$ cat src/bru_macros.svh
// Branch execution unit sizes
// Widths of addresses, operands, tags and IDs, plus the issue queue depth
// and the counter table geometry shared by the package and the RTL
`ifndef BRU_MACROS_SVH
`define BRU_MACROS_SVH

// ----------------------------------------------------------------------
// Datapath widths
// ----------------------------------------------------------------------
`define BRU_VADDR_W     32   // Virtual address
`define BRU_XLEN        32   // Operand width

// ----------------------------------------------------------------------
// Tags and IDs
// ----------------------------------------------------------------------
`define BRU_BRTAG_W     3
`define BRU_CMT_ID_W    5
`define BRU_RNID_W      6    // Physical register ID

// ----------------------------------------------------------------------
// Structure sizes
// ----------------------------------------------------------------------
`define BRU_ENTRY_SIZE  4    // Issue queue depth
`define BRU_GSHARE_W    6    // 64 counters
`define BRU_BIM_INIT    2'd1 // Weakly not taken

`endif
$ cat src/bru_pkg.sv
// Branch execution unit package
// Scalar types, the branch op encoding and the structs carried between
// dispatch, the issue queue, the resolve pipeline and the predictor
`default_nettype none

`include "bru_macros.svh"

package bru_pkg;

  typedef logic [`BRU_VADDR_W-1:0]  vaddr_t;
  typedef logic [`BRU_XLEN-1:0]     xlen_t;
  typedef logic [`BRU_BRTAG_W-1:0]  brtag_t;
  typedef logic [`BRU_CMT_ID_W-1:0] cmt_id_t;
  typedef logic [`BRU_RNID_W-1:0]   rnid_t;
  typedef logic [`BRU_GSHARE_W-1:0] gshare_idx_t;

  // Conditional ops first, jumps last
  typedef enum logic [2:0] {
    BR_EQ   = 3'd0,
    BR_NE   = 3'd1,
    BR_LT   = 3'd2,
    BR_GE   = 3'd3,
    BR_LTU  = 3'd4,
    BR_GEU  = 3'd5,
    BR_JAL  = 3'd6,
    BR_JALR = 3'd7
  } br_op_t;

  // ----------------------------------------------------------------------
  // Dispatch and issue
  // ----------------------------------------------------------------------
  typedef struct packed {
    logic        valid;
    vaddr_t      pc_vaddr;
    br_op_t      op;
    logic        is_rvc;             // 16-bit encoding
    xlen_t       rs1_data;
    xlen_t       rs2_data;
    xlen_t       imm;
    brtag_t      brtag;
    cmt_id_t     cmt_id;
    logic        pred_taken;
    vaddr_t      pred_target_vaddr;
    gshare_idx_t gshare_index;
    logic        wr_valid;           // Link register written
    rnid_t       wr_rnid;
  } disp_t;

  typedef struct packed {
    logic        valid;
    vaddr_t      pc_vaddr;
    br_op_t      op;
    logic        is_rvc;
    xlen_t       rs1_data;
    xlen_t       rs2_data;
    xlen_t       imm;
    brtag_t      brtag;
    cmt_id_t     cmt_id;
    logic        pred_taken;
    vaddr_t      pred_target_vaddr;
    gshare_idx_t gshare_index;
    logic        wr_valid;
    rnid_t       wr_rnid;
  } issue_entry_t;

  // ----------------------------------------------------------------------
  // Resolve results
  // ----------------------------------------------------------------------
  typedef struct packed {
    logic        update;
    logic        taken;
    logic        mispredict;
    logic        is_cond;
    vaddr_t      pc_vaddr;
    vaddr_t      target_vaddr;
    cmt_id_t     cmt_id;
    brtag_t      brtag;
    gshare_idx_t gshare_index;
  } br_upd_t;

  typedef struct packed {
    logic  valid;
    rnid_t rnid;
    xlen_t data;
  } wb_t;

endpackage

`default_nettype wire

$ cat src/bru_top.sv
// Branch execution unit top level
// Dispatch feeds the issue queue, the queue feeds the resolve pipeline,
// and the resulting branch update trains the bimodal counter table.
// The resolve pipeline's flush empties the queue on a mispredict.
`timescale 1ns/1ps
`default_nettype none

module bru_top (
  input  logic                  clk,
  input  logic                  rst,
  input  bru_pkg::disp_t        disp,
  output logic                  disp_ready,
  output bru_pkg::br_upd_t      br_upd,
  output bru_pkg::wb_t          wb,
  input  bru_pkg::gshare_idx_t  lookup_index,
  output logic [1:0]            lookup_counter
);

  bru_pkg::issue_entry_t issue;
  logic                  flush;

  bru_issue_queue u_queue (
    .clk        (clk),
    .rst        (rst),
    .disp       (disp),
    .disp_ready (disp_ready),
    .flush      (flush),
    .issue      (issue)
  );

  bru_resolve u_resolve (
    .clk    (clk),
    .rst    (rst),
    .issue  (issue),
    .br_upd (br_upd),
    .wb     (wb),
    .flush  (flush)
  );

  bru_bim_table u_bim (
    .clk            (clk),
    .rst            (rst),
    .br_upd         (br_upd),
    .lookup_index   (lookup_index),
    .lookup_counter (lookup_counter)
  );

endmodule

`default_nettype wire

$ cat src/bru_bim_table.sv
// Bimodal counter table
// Gshare-indexed 2-bit saturating counters trained by conditional branch
// updates, with a one-cycle registered lookup port for the front end
`timescale 1ns/1ps
`default_nettype none

`include "bru_macros.svh"

module bru_bim_table (
  input  logic                  clk,
  input  logic                  rst,
  input  bru_pkg::br_upd_t      br_upd,
  input  bru_pkg::gshare_idx_t  lookup_index,
  output logic [1:0]            lookup_counter
);

  localparam int NUM_CNT = 1 << `BRU_GSHARE_W;

  logic [1:0] cnt [NUM_CNT];

  logic       train;
  logic [1:0] cur_cnt;
  logic [1:0] next_cnt;

  assign train   = br_upd.update && br_upd.is_cond;  // Jumps never train
  assign cur_cnt = cnt[br_upd.gshare_index];

  // ----------------------------------------------------------------------
  // Saturating step
  // ----------------------------------------------------------------------
  always_comb begin
    next_cnt = cur_cnt;
    if (br_upd.taken) begin
      if (cur_cnt != 2'd3) begin
        next_cnt = cur_cnt + 2'd1;
      end
    end else begin
      if (cur_cnt != 2'd0) begin
        next_cnt = cur_cnt - 2'd1;
      end
    end
  end

  always_ff @(posedge clk) begin
    if (rst) begin
      for (int i = 0; i < NUM_CNT; i++) begin
        cnt[i] <= `BRU_BIM_INIT;
      end
    end else if (train) begin
      cnt[br_upd.gshare_index] <= next_cnt;
    end
  end

  // ----------------------------------------------------------------------
  // Lookup port
  // ----------------------------------------------------------------------
  // Same-cycle update to the looked-up index returns the old value
  always_ff @(posedge clk) begin
    lookup_counter <= cnt[lookup_index];
  end

endmodule

`default_nettype wire

$ cat src/bru_resolve.sv
// Branch resolve pipeline
// Stage 1 latches the issued micro-op and evaluates its condition.
// Stage 2 forms the target and link value, detects a mispredict and
// drives the branch update, the link writeback and the unit flush.
`timescale 1ns/1ps
`default_nettype none

module bru_resolve (
  input  logic                   clk,
  input  logic                   rst,
  input  bru_pkg::issue_entry_t  issue,
  output bru_pkg::br_upd_t       br_upd,
  output bru_pkg::wb_t           wb,
  output logic                   flush
);

  logic                  issue_taken;
  logic                  s1_valid;
  bru_pkg::issue_entry_t s1_entry;
  logic                  s1_taken;

  logic                  s1_is_jalr;
  logic                  s1_is_cond;
  bru_pkg::vaddr_t       s1_target;
  bru_pkg::xlen_t        s1_link;
  logic                  s1_mispred;
  logic                  s1_fire;

  // ----------------------------------------------------------------------
  // Stage 1: condition
  // ----------------------------------------------------------------------
  always_comb begin
    case (issue.op)
      bru_pkg::BR_EQ:   issue_taken = (issue.rs1_data == issue.rs2_data);
      bru_pkg::BR_NE:   issue_taken = (issue.rs1_data != issue.rs2_data);
      bru_pkg::BR_LT:   issue_taken = ($signed(issue.rs1_data) < $signed(issue.rs2_data));
      bru_pkg::BR_GE:   issue_taken = ($signed(issue.rs1_data) >= $signed(issue.rs2_data));
      bru_pkg::BR_LTU:  issue_taken = (issue.rs1_data < issue.rs2_data);
      bru_pkg::BR_GEU:  issue_taken = (issue.rs1_data >= issue.rs2_data);
      default:          issue_taken = 1'b1;  // JAL, JALR
    endcase
  end

  always_ff @(posedge clk) begin
    if (rst) begin
      s1_valid <= 1'b0;
    end else begin
      s1_valid <= issue.valid && !flush;  // Head is younger than the flusher
    end
  end

  always_ff @(posedge clk) begin
    s1_entry <= issue;
    s1_taken <= issue_taken;
  end

  // ----------------------------------------------------------------------
  // Stage 2: target, link and mispredict
  // ----------------------------------------------------------------------
  assign s1_is_jalr = (s1_entry.op == bru_pkg::BR_JALR);
  assign s1_is_cond = !(s1_is_jalr || (s1_entry.op == bru_pkg::BR_JAL));

  always_comb begin
    if (s1_is_jalr) begin
      s1_target = bru_pkg::vaddr_t'(s1_entry.rs1_data + s1_entry.imm);
      s1_target[0] = 1'b0;
    end else begin
      s1_target = s1_entry.pc_vaddr + bru_pkg::vaddr_t'(s1_entry.imm);
    end
  end

  assign s1_link = bru_pkg::xlen_t'(s1_entry.pc_vaddr) +
                   (s1_entry.is_rvc ? bru_pkg::xlen_t'(2) : bru_pkg::xlen_t'(4));

  assign s1_mispred = (s1_taken != s1_entry.pred_taken) ||
                      (s1_taken && (s1_target != s1_entry.pred_target_vaddr));

  assign s1_fire = s1_valid && !flush;  // Stage 1 dropped on flush

  always_ff @(posedge clk) begin
    if (rst) begin
      br_upd <= '0;
      wb     <= '0;
      flush  <= 1'b0;
    end else begin
      br_upd.update       <= s1_fire;
      br_upd.taken        <= s1_taken;
      br_upd.mispredict   <= s1_mispred;
      br_upd.is_cond      <= s1_is_cond;
      br_upd.pc_vaddr     <= s1_entry.pc_vaddr;
      br_upd.target_vaddr <= s1_target;
      br_upd.cmt_id       <= s1_entry.cmt_id;
      br_upd.brtag        <= s1_entry.brtag;
      br_upd.gshare_index <= s1_entry.gshare_index;
      wb.valid            <= s1_fire && !s1_is_cond && s1_entry.wr_valid;
      wb.rnid             <= s1_entry.wr_rnid;
      wb.data             <= s1_link;
      flush               <= s1_fire && s1_mispred;
    end
  end

endmodule

`default_nettype wire

$ cat src/bru_issue_queue.sv
// Branch issue queue
// In-order circular buffer between dispatch and the resolve pipeline.
// Every held entry is ready, so the head issues each cycle it exists.
// A mispredict flush empties the queue and refuses dispatch that cycle.
`timescale 1ns/1ps
`default_nettype none

`include "bru_macros.svh"

module bru_issue_queue (
  input  logic                   clk,
  input  logic                   rst,
  input  bru_pkg::disp_t         disp,
  output logic                   disp_ready,
  input  logic                   flush,
  output bru_pkg::issue_entry_t  issue
);

  localparam int DEPTH = `BRU_ENTRY_SIZE;
  localparam int PTR_W = $clog2(DEPTH);

  bru_pkg::issue_entry_t mem [DEPTH];

  logic [PTR_W-1:0] head;
  logic [PTR_W-1:0] tail;
  logic [PTR_W:0]   count;

  logic push;
  logic pop;
  logic full;

  assign full       = (count == (PTR_W+1)'(DEPTH));
  assign disp_ready = !full && !flush;
  assign push       = disp.valid && disp_ready;
  assign pop        = (count != '0);  // Resolve never stalls

  // ----------------------------------------------------------------------
  // Head presented straight to resolve
  // ----------------------------------------------------------------------
  always_comb begin
    issue       = mem[head];
    issue.valid = pop;
  end

  // ----------------------------------------------------------------------
  // Pointers and occupancy
  // ----------------------------------------------------------------------
  always_ff @(posedge clk) begin
    if (rst) begin
      head  <= '0;
      tail  <= '0;
      count <= '0;
    end else if (flush) begin
      head  <= tail;                   // All held entries are younger
      count <= '0;
    end else begin
      if (push) begin
        tail <= (tail == PTR_W'(DEPTH-1)) ? '0 : tail + 1'b1;
      end
      if (pop) begin
        head <= (head == PTR_W'(DEPTH-1)) ? '0 : head + 1'b1;
      end
      case ({push, pop})
        2'b10:   count <= count + 1'b1;
        2'b01:   count <= count - 1'b1;
        default: count <= count;
      endcase
    end
  end

  // Entry storage
  always_ff @(posedge clk) begin
    if (push) begin
      mem[tail].valid             <= 1'b1;
      mem[tail].pc_vaddr          <= disp.pc_vaddr;
      mem[tail].op                <= disp.op;
      mem[tail].is_rvc            <= disp.is_rvc;
      mem[tail].rs1_data          <= disp.rs1_data;
      mem[tail].rs2_data          <= disp.rs2_data;
      mem[tail].imm               <= disp.imm;
      mem[tail].brtag             <= disp.brtag;
      mem[tail].cmt_id            <= disp.cmt_id;
      mem[tail].pred_taken        <= disp.pred_taken;
      mem[tail].pred_target_vaddr <= disp.pred_target_vaddr;
      mem[tail].gshare_index      <= disp.gshare_index;
      mem[tail].wr_valid          <= disp.wr_valid;
      mem[tail].wr_rnid           <= disp.wr_rnid;
    end
  end

endmodule

`default_nettype wire

$ cat config.mk
export PLATFORM = sky130hd
export DESIGN_NAME = bru_top
export DESIGN_NICKNAME = d
export VERILOG_FILES = /design/src/bru_pkg.sv /design/src/bru_top.sv /design/src/bru_bim_table.sv /design/src/bru_resolve.sv /design/src/bru_issue_queue.sv
export VERILOG_INCLUDE_DIRS = /design/src
export SDC_FILE = /design/constraint.sdc
export NUM_CORES = 1
export LEC_CHECK = 0
export BUFFER_PORTS_ARGS = -buffer_cell sky130_fd_sc_hd__buf_2
export CAP_MARGIN = 20
export CORE_MARGIN = 4
export CORE_UTILIZATION = 45
export DETAILED_ROUTE_END_ITERATION = 8
export PLACE_DENSITY = 0.65
export SYNTH_ARGS = -nofsm -noshare
export SYNTH_HDL_FRONTEND = slang
export SYNTH_SLANG_ARGS = --single-unit
$ cat constraint.sdc
create_clock -name clk -period 13.66 [get_ports clk]
set_input_delay 1.366 -clock clk [delete_from_list [all_inputs] [get_ports clk]]
set_output_delay 1.366 -clock clk [all_outputs]
set_load 0.01 [all_outputs]
==> results.md <==
- Final Skew: 33.0 ps
- Hold-fix buffer count after cts: 0
- Fin. Hold Viols: 0
- Relative slew slack: 0.259
- Arrival time worst endpoint: 5090 ps
- Mapped Area: 47200 um2
- Fillers: around 8500
- Worst skew pair latency: 710 ps
- Antenna violations before repair: 51
- XOR/XNOR Fraction of Synth Area: 0.0208
- Most frequent cells in the layout: edfxtp_1, buf_2, dfxtp_1
- RSZ-0062 raised after global routing: false
- Root buffer cell: clkbuf_16
- Routing usage on met1: 0.274
- Post-synth top area cell: edfxtp_1
- Worst-Margin Slew: approximately 1100 ps
- Clock sinks: 1160
- Starting Density: 0.455
- Pin count of the biggest net entering global routing: between 100 and 150
- Leakage: between 0.015 and 0.02 uW
- Simple-gate share of the synthesized area: 0.0712
- RePlAce Congestion: 0.900
- Mapped Avg Cell Area: between 15 and 20 um2
- Synth-to-layout area growth: 14.6%
- CTS resizes: 0
- Min Hold Slack: roughly 430 ps
- CP required: 14290 ps
- DR vias: roughly 27000
- Most used DFF post-synth: edfxtp_1
- Post-synthesis mux area share: 0.132
- Max-Cap Viols: 0
- Final antenna-violating net count: 0
- Adder-Cell Fraction of Synth Area: 0.0289
- Compound-Gate Fraction of Synth Area: 0.0497
- Placement Rows: around 120
- Worst-path maximum fanout: 44
- H-tree depth: 3
- Final #Nets: 3532
- Number of synthesis warnings: 0
- WS Path Type: register to register
- Total GRT Usage: 0.206
- Netlist cell types: approximately 90
- Total setup buffers inserted after CTS: 0
- Share of cells above drive strength 1: 0.253
- Grt met2 use: 0.339
- Final worst path period need: between 4000 and 5000 ps
- Worst Setup Start Kind: register
- Routed WL per cell: between 20 and 25 um
- Max IR drop VDD: around 0.12 mV
- Post-synth EDFFs: between 800 and 900
- Syn Nets: between 3000 and 4000
- FFs w/ async S/R, synth: 0
- Met3 GRT Util: 0.0522
- Worst setup EP type: register
- Setup TNS: 0 ps
- Sequential share of the synthesized area: 0.677
- Initial DRT Pass Iterations: 6
- Die extent in y: 332 um
- Yosys top cell area share: 0.555
- Top Usage Layer GRT: met2
- Ports: 319
- Total gr overflow: 0
- Dpl hpwl: about 79 mm
- Cts bufs inserted: 117
- Buffers on Ports: roughly 320
- First-pass GRT wire length: 171 mm
- PD cells: between 200 and 250 nW/um2
- Vias per inst: 5.60
- CTS max path bufs: 3
- Synth Instances: 2930
- Max-slew violation count: 0
- Routed WL: roughly 120 mm
- Fmax: around 220 MHz
- Crit share post-route: 0.327
- Yosys reg bits: 1160
- Setup violations, final: 0
- Core ar.: 104000 um2
- Largest cells by area after synthesis: edfxtp_1, mux4_2, dfxtp_1, ha_1, nand2_1
- Die Width: 332 um
- Worst hold path type: register to register
- Most common cell after layout, fill and taps aside: edfxtp_1
- Post-route DRC violation count: 0
- Main combinational cell family by area after synthesis: multiplexers
- Status: complete, no violations
- CTS clk-pin slew, worst paths: 60 ps
- CTS tree: yes
- Vias in the first global route: around 27000
- DIE AREA: about 110000 um2
- DR iter-0 viols: roughly 2400
-- worst max-delay path, cell delays in order, from the launching register on --
cell and delay, ps:
dfxtp_4 690, buf_4 620, mux4_2 420, ha_1 320, a21o_1 160, a21o_1 170, a21o_1 170, a21o_1 170
a21o_1 170, a21o_1 170, a221oi_1 500, o21ai_0 270, mux2i_1 170, a31oi_1 200, a2bb2oi_1 180
-- cell type report --
type / instances / area, um2 / area share
flip-flops and latches: 1160 / 32000 / 0.591
well taps: 1380 / 1730 / 0.0319
diodes: 21 / 52.6 / 0.000971
clock buffers: 165 / 3320 / 0.0614
clock inverters: 58 / 627 / 0.0116
repair buffers: 351 / 1870 / 0.0346
multi-input cells: 1546 / 14300 / 0.265
inverters: 56 / 210 / 0.00388
-- state kept, by name, summed over array words and instances, names as in the netlist, named ones only --
register / flops
u_queue.mem: 744
u_resolve.s1_entry: 154
u_bim.cnt: 128
u_resolve.br_upd: 81
u_resolve.wb: 39
u_queue.count: 3
u_bim.lookup_counter: 2
u_queue.head: 2
u_queue.tail: 2
u_resolve.flush: 1
u_resolve.s1_taken: 1
u_resolve.s1_valid: 1
-- per-layer routing --
layer,up-vias,wire (um)
met4,14,2570
met5,-,90
met2,891,56100
met1,13400,47100
li1,12100,-
met3,208,9560
-- worst paths after layout --
kind | start | to | slack (ps) | cells past startpoint
worst max-delay path | register | u_resolve.s1_taken | 9190 | 14
worst min-delay path | u_resolve.s1_entry[5] | u_resolve.wb[37] | 430 | 1
worst max register to register | register | u_resolve.s1_taken | 9190 | 14
worst min register to register | u_resolve.s1_entry[5] | u_resolve.wb[37] | 430 | 1
-- synthesized netlist by cell type, drive strengths merged (66+ instances only) --
cell type  count
edfxtp       872
dfxtp        288
mux4         260
nand2        170
nor2         153
ha           101
clkbuf        96
o21ai         93
a21oi         91
nand3         77
buf           72
nor3          72
nor2b         66
-- report_power, final --
part	total (uW)	internal [uW]	switching [uW]
sequential	4940	4440	502
clock	3230	1910	1330
combinational	4690	1920	2770
-- cell families (layout without fill, tap and decap cells) --
logic type,count (synthesis),in the layout
compound gates,349,349
mux,299,299
other cells,0,21
xor+xnor,107,107
flops,1160,1160
buf+inv,224,630
simple gates,684,684
fa+ha+maj,107,107
-- per-stage QoR --
stage / total power, uW / util / area, um2 / setup WS, ps / instances
after global placement: 9650 / 0.482 / 50100 / 9130 / 4492
after global routing: 13600 / 0.521 / 54100 / 8730 / 4719
final: 12900 / 0.521 / 54100 / 9190 / 4737
after CTS: 12900 / 0.521 / 54000 / 9100 / 4715
after floorplan: 8260 / - / 47200 / 7420 / 2930
after detailed placement: 9660 / 0.482 / 50100 / 9100 / 4492
Power figures use the tool's default switching activity.
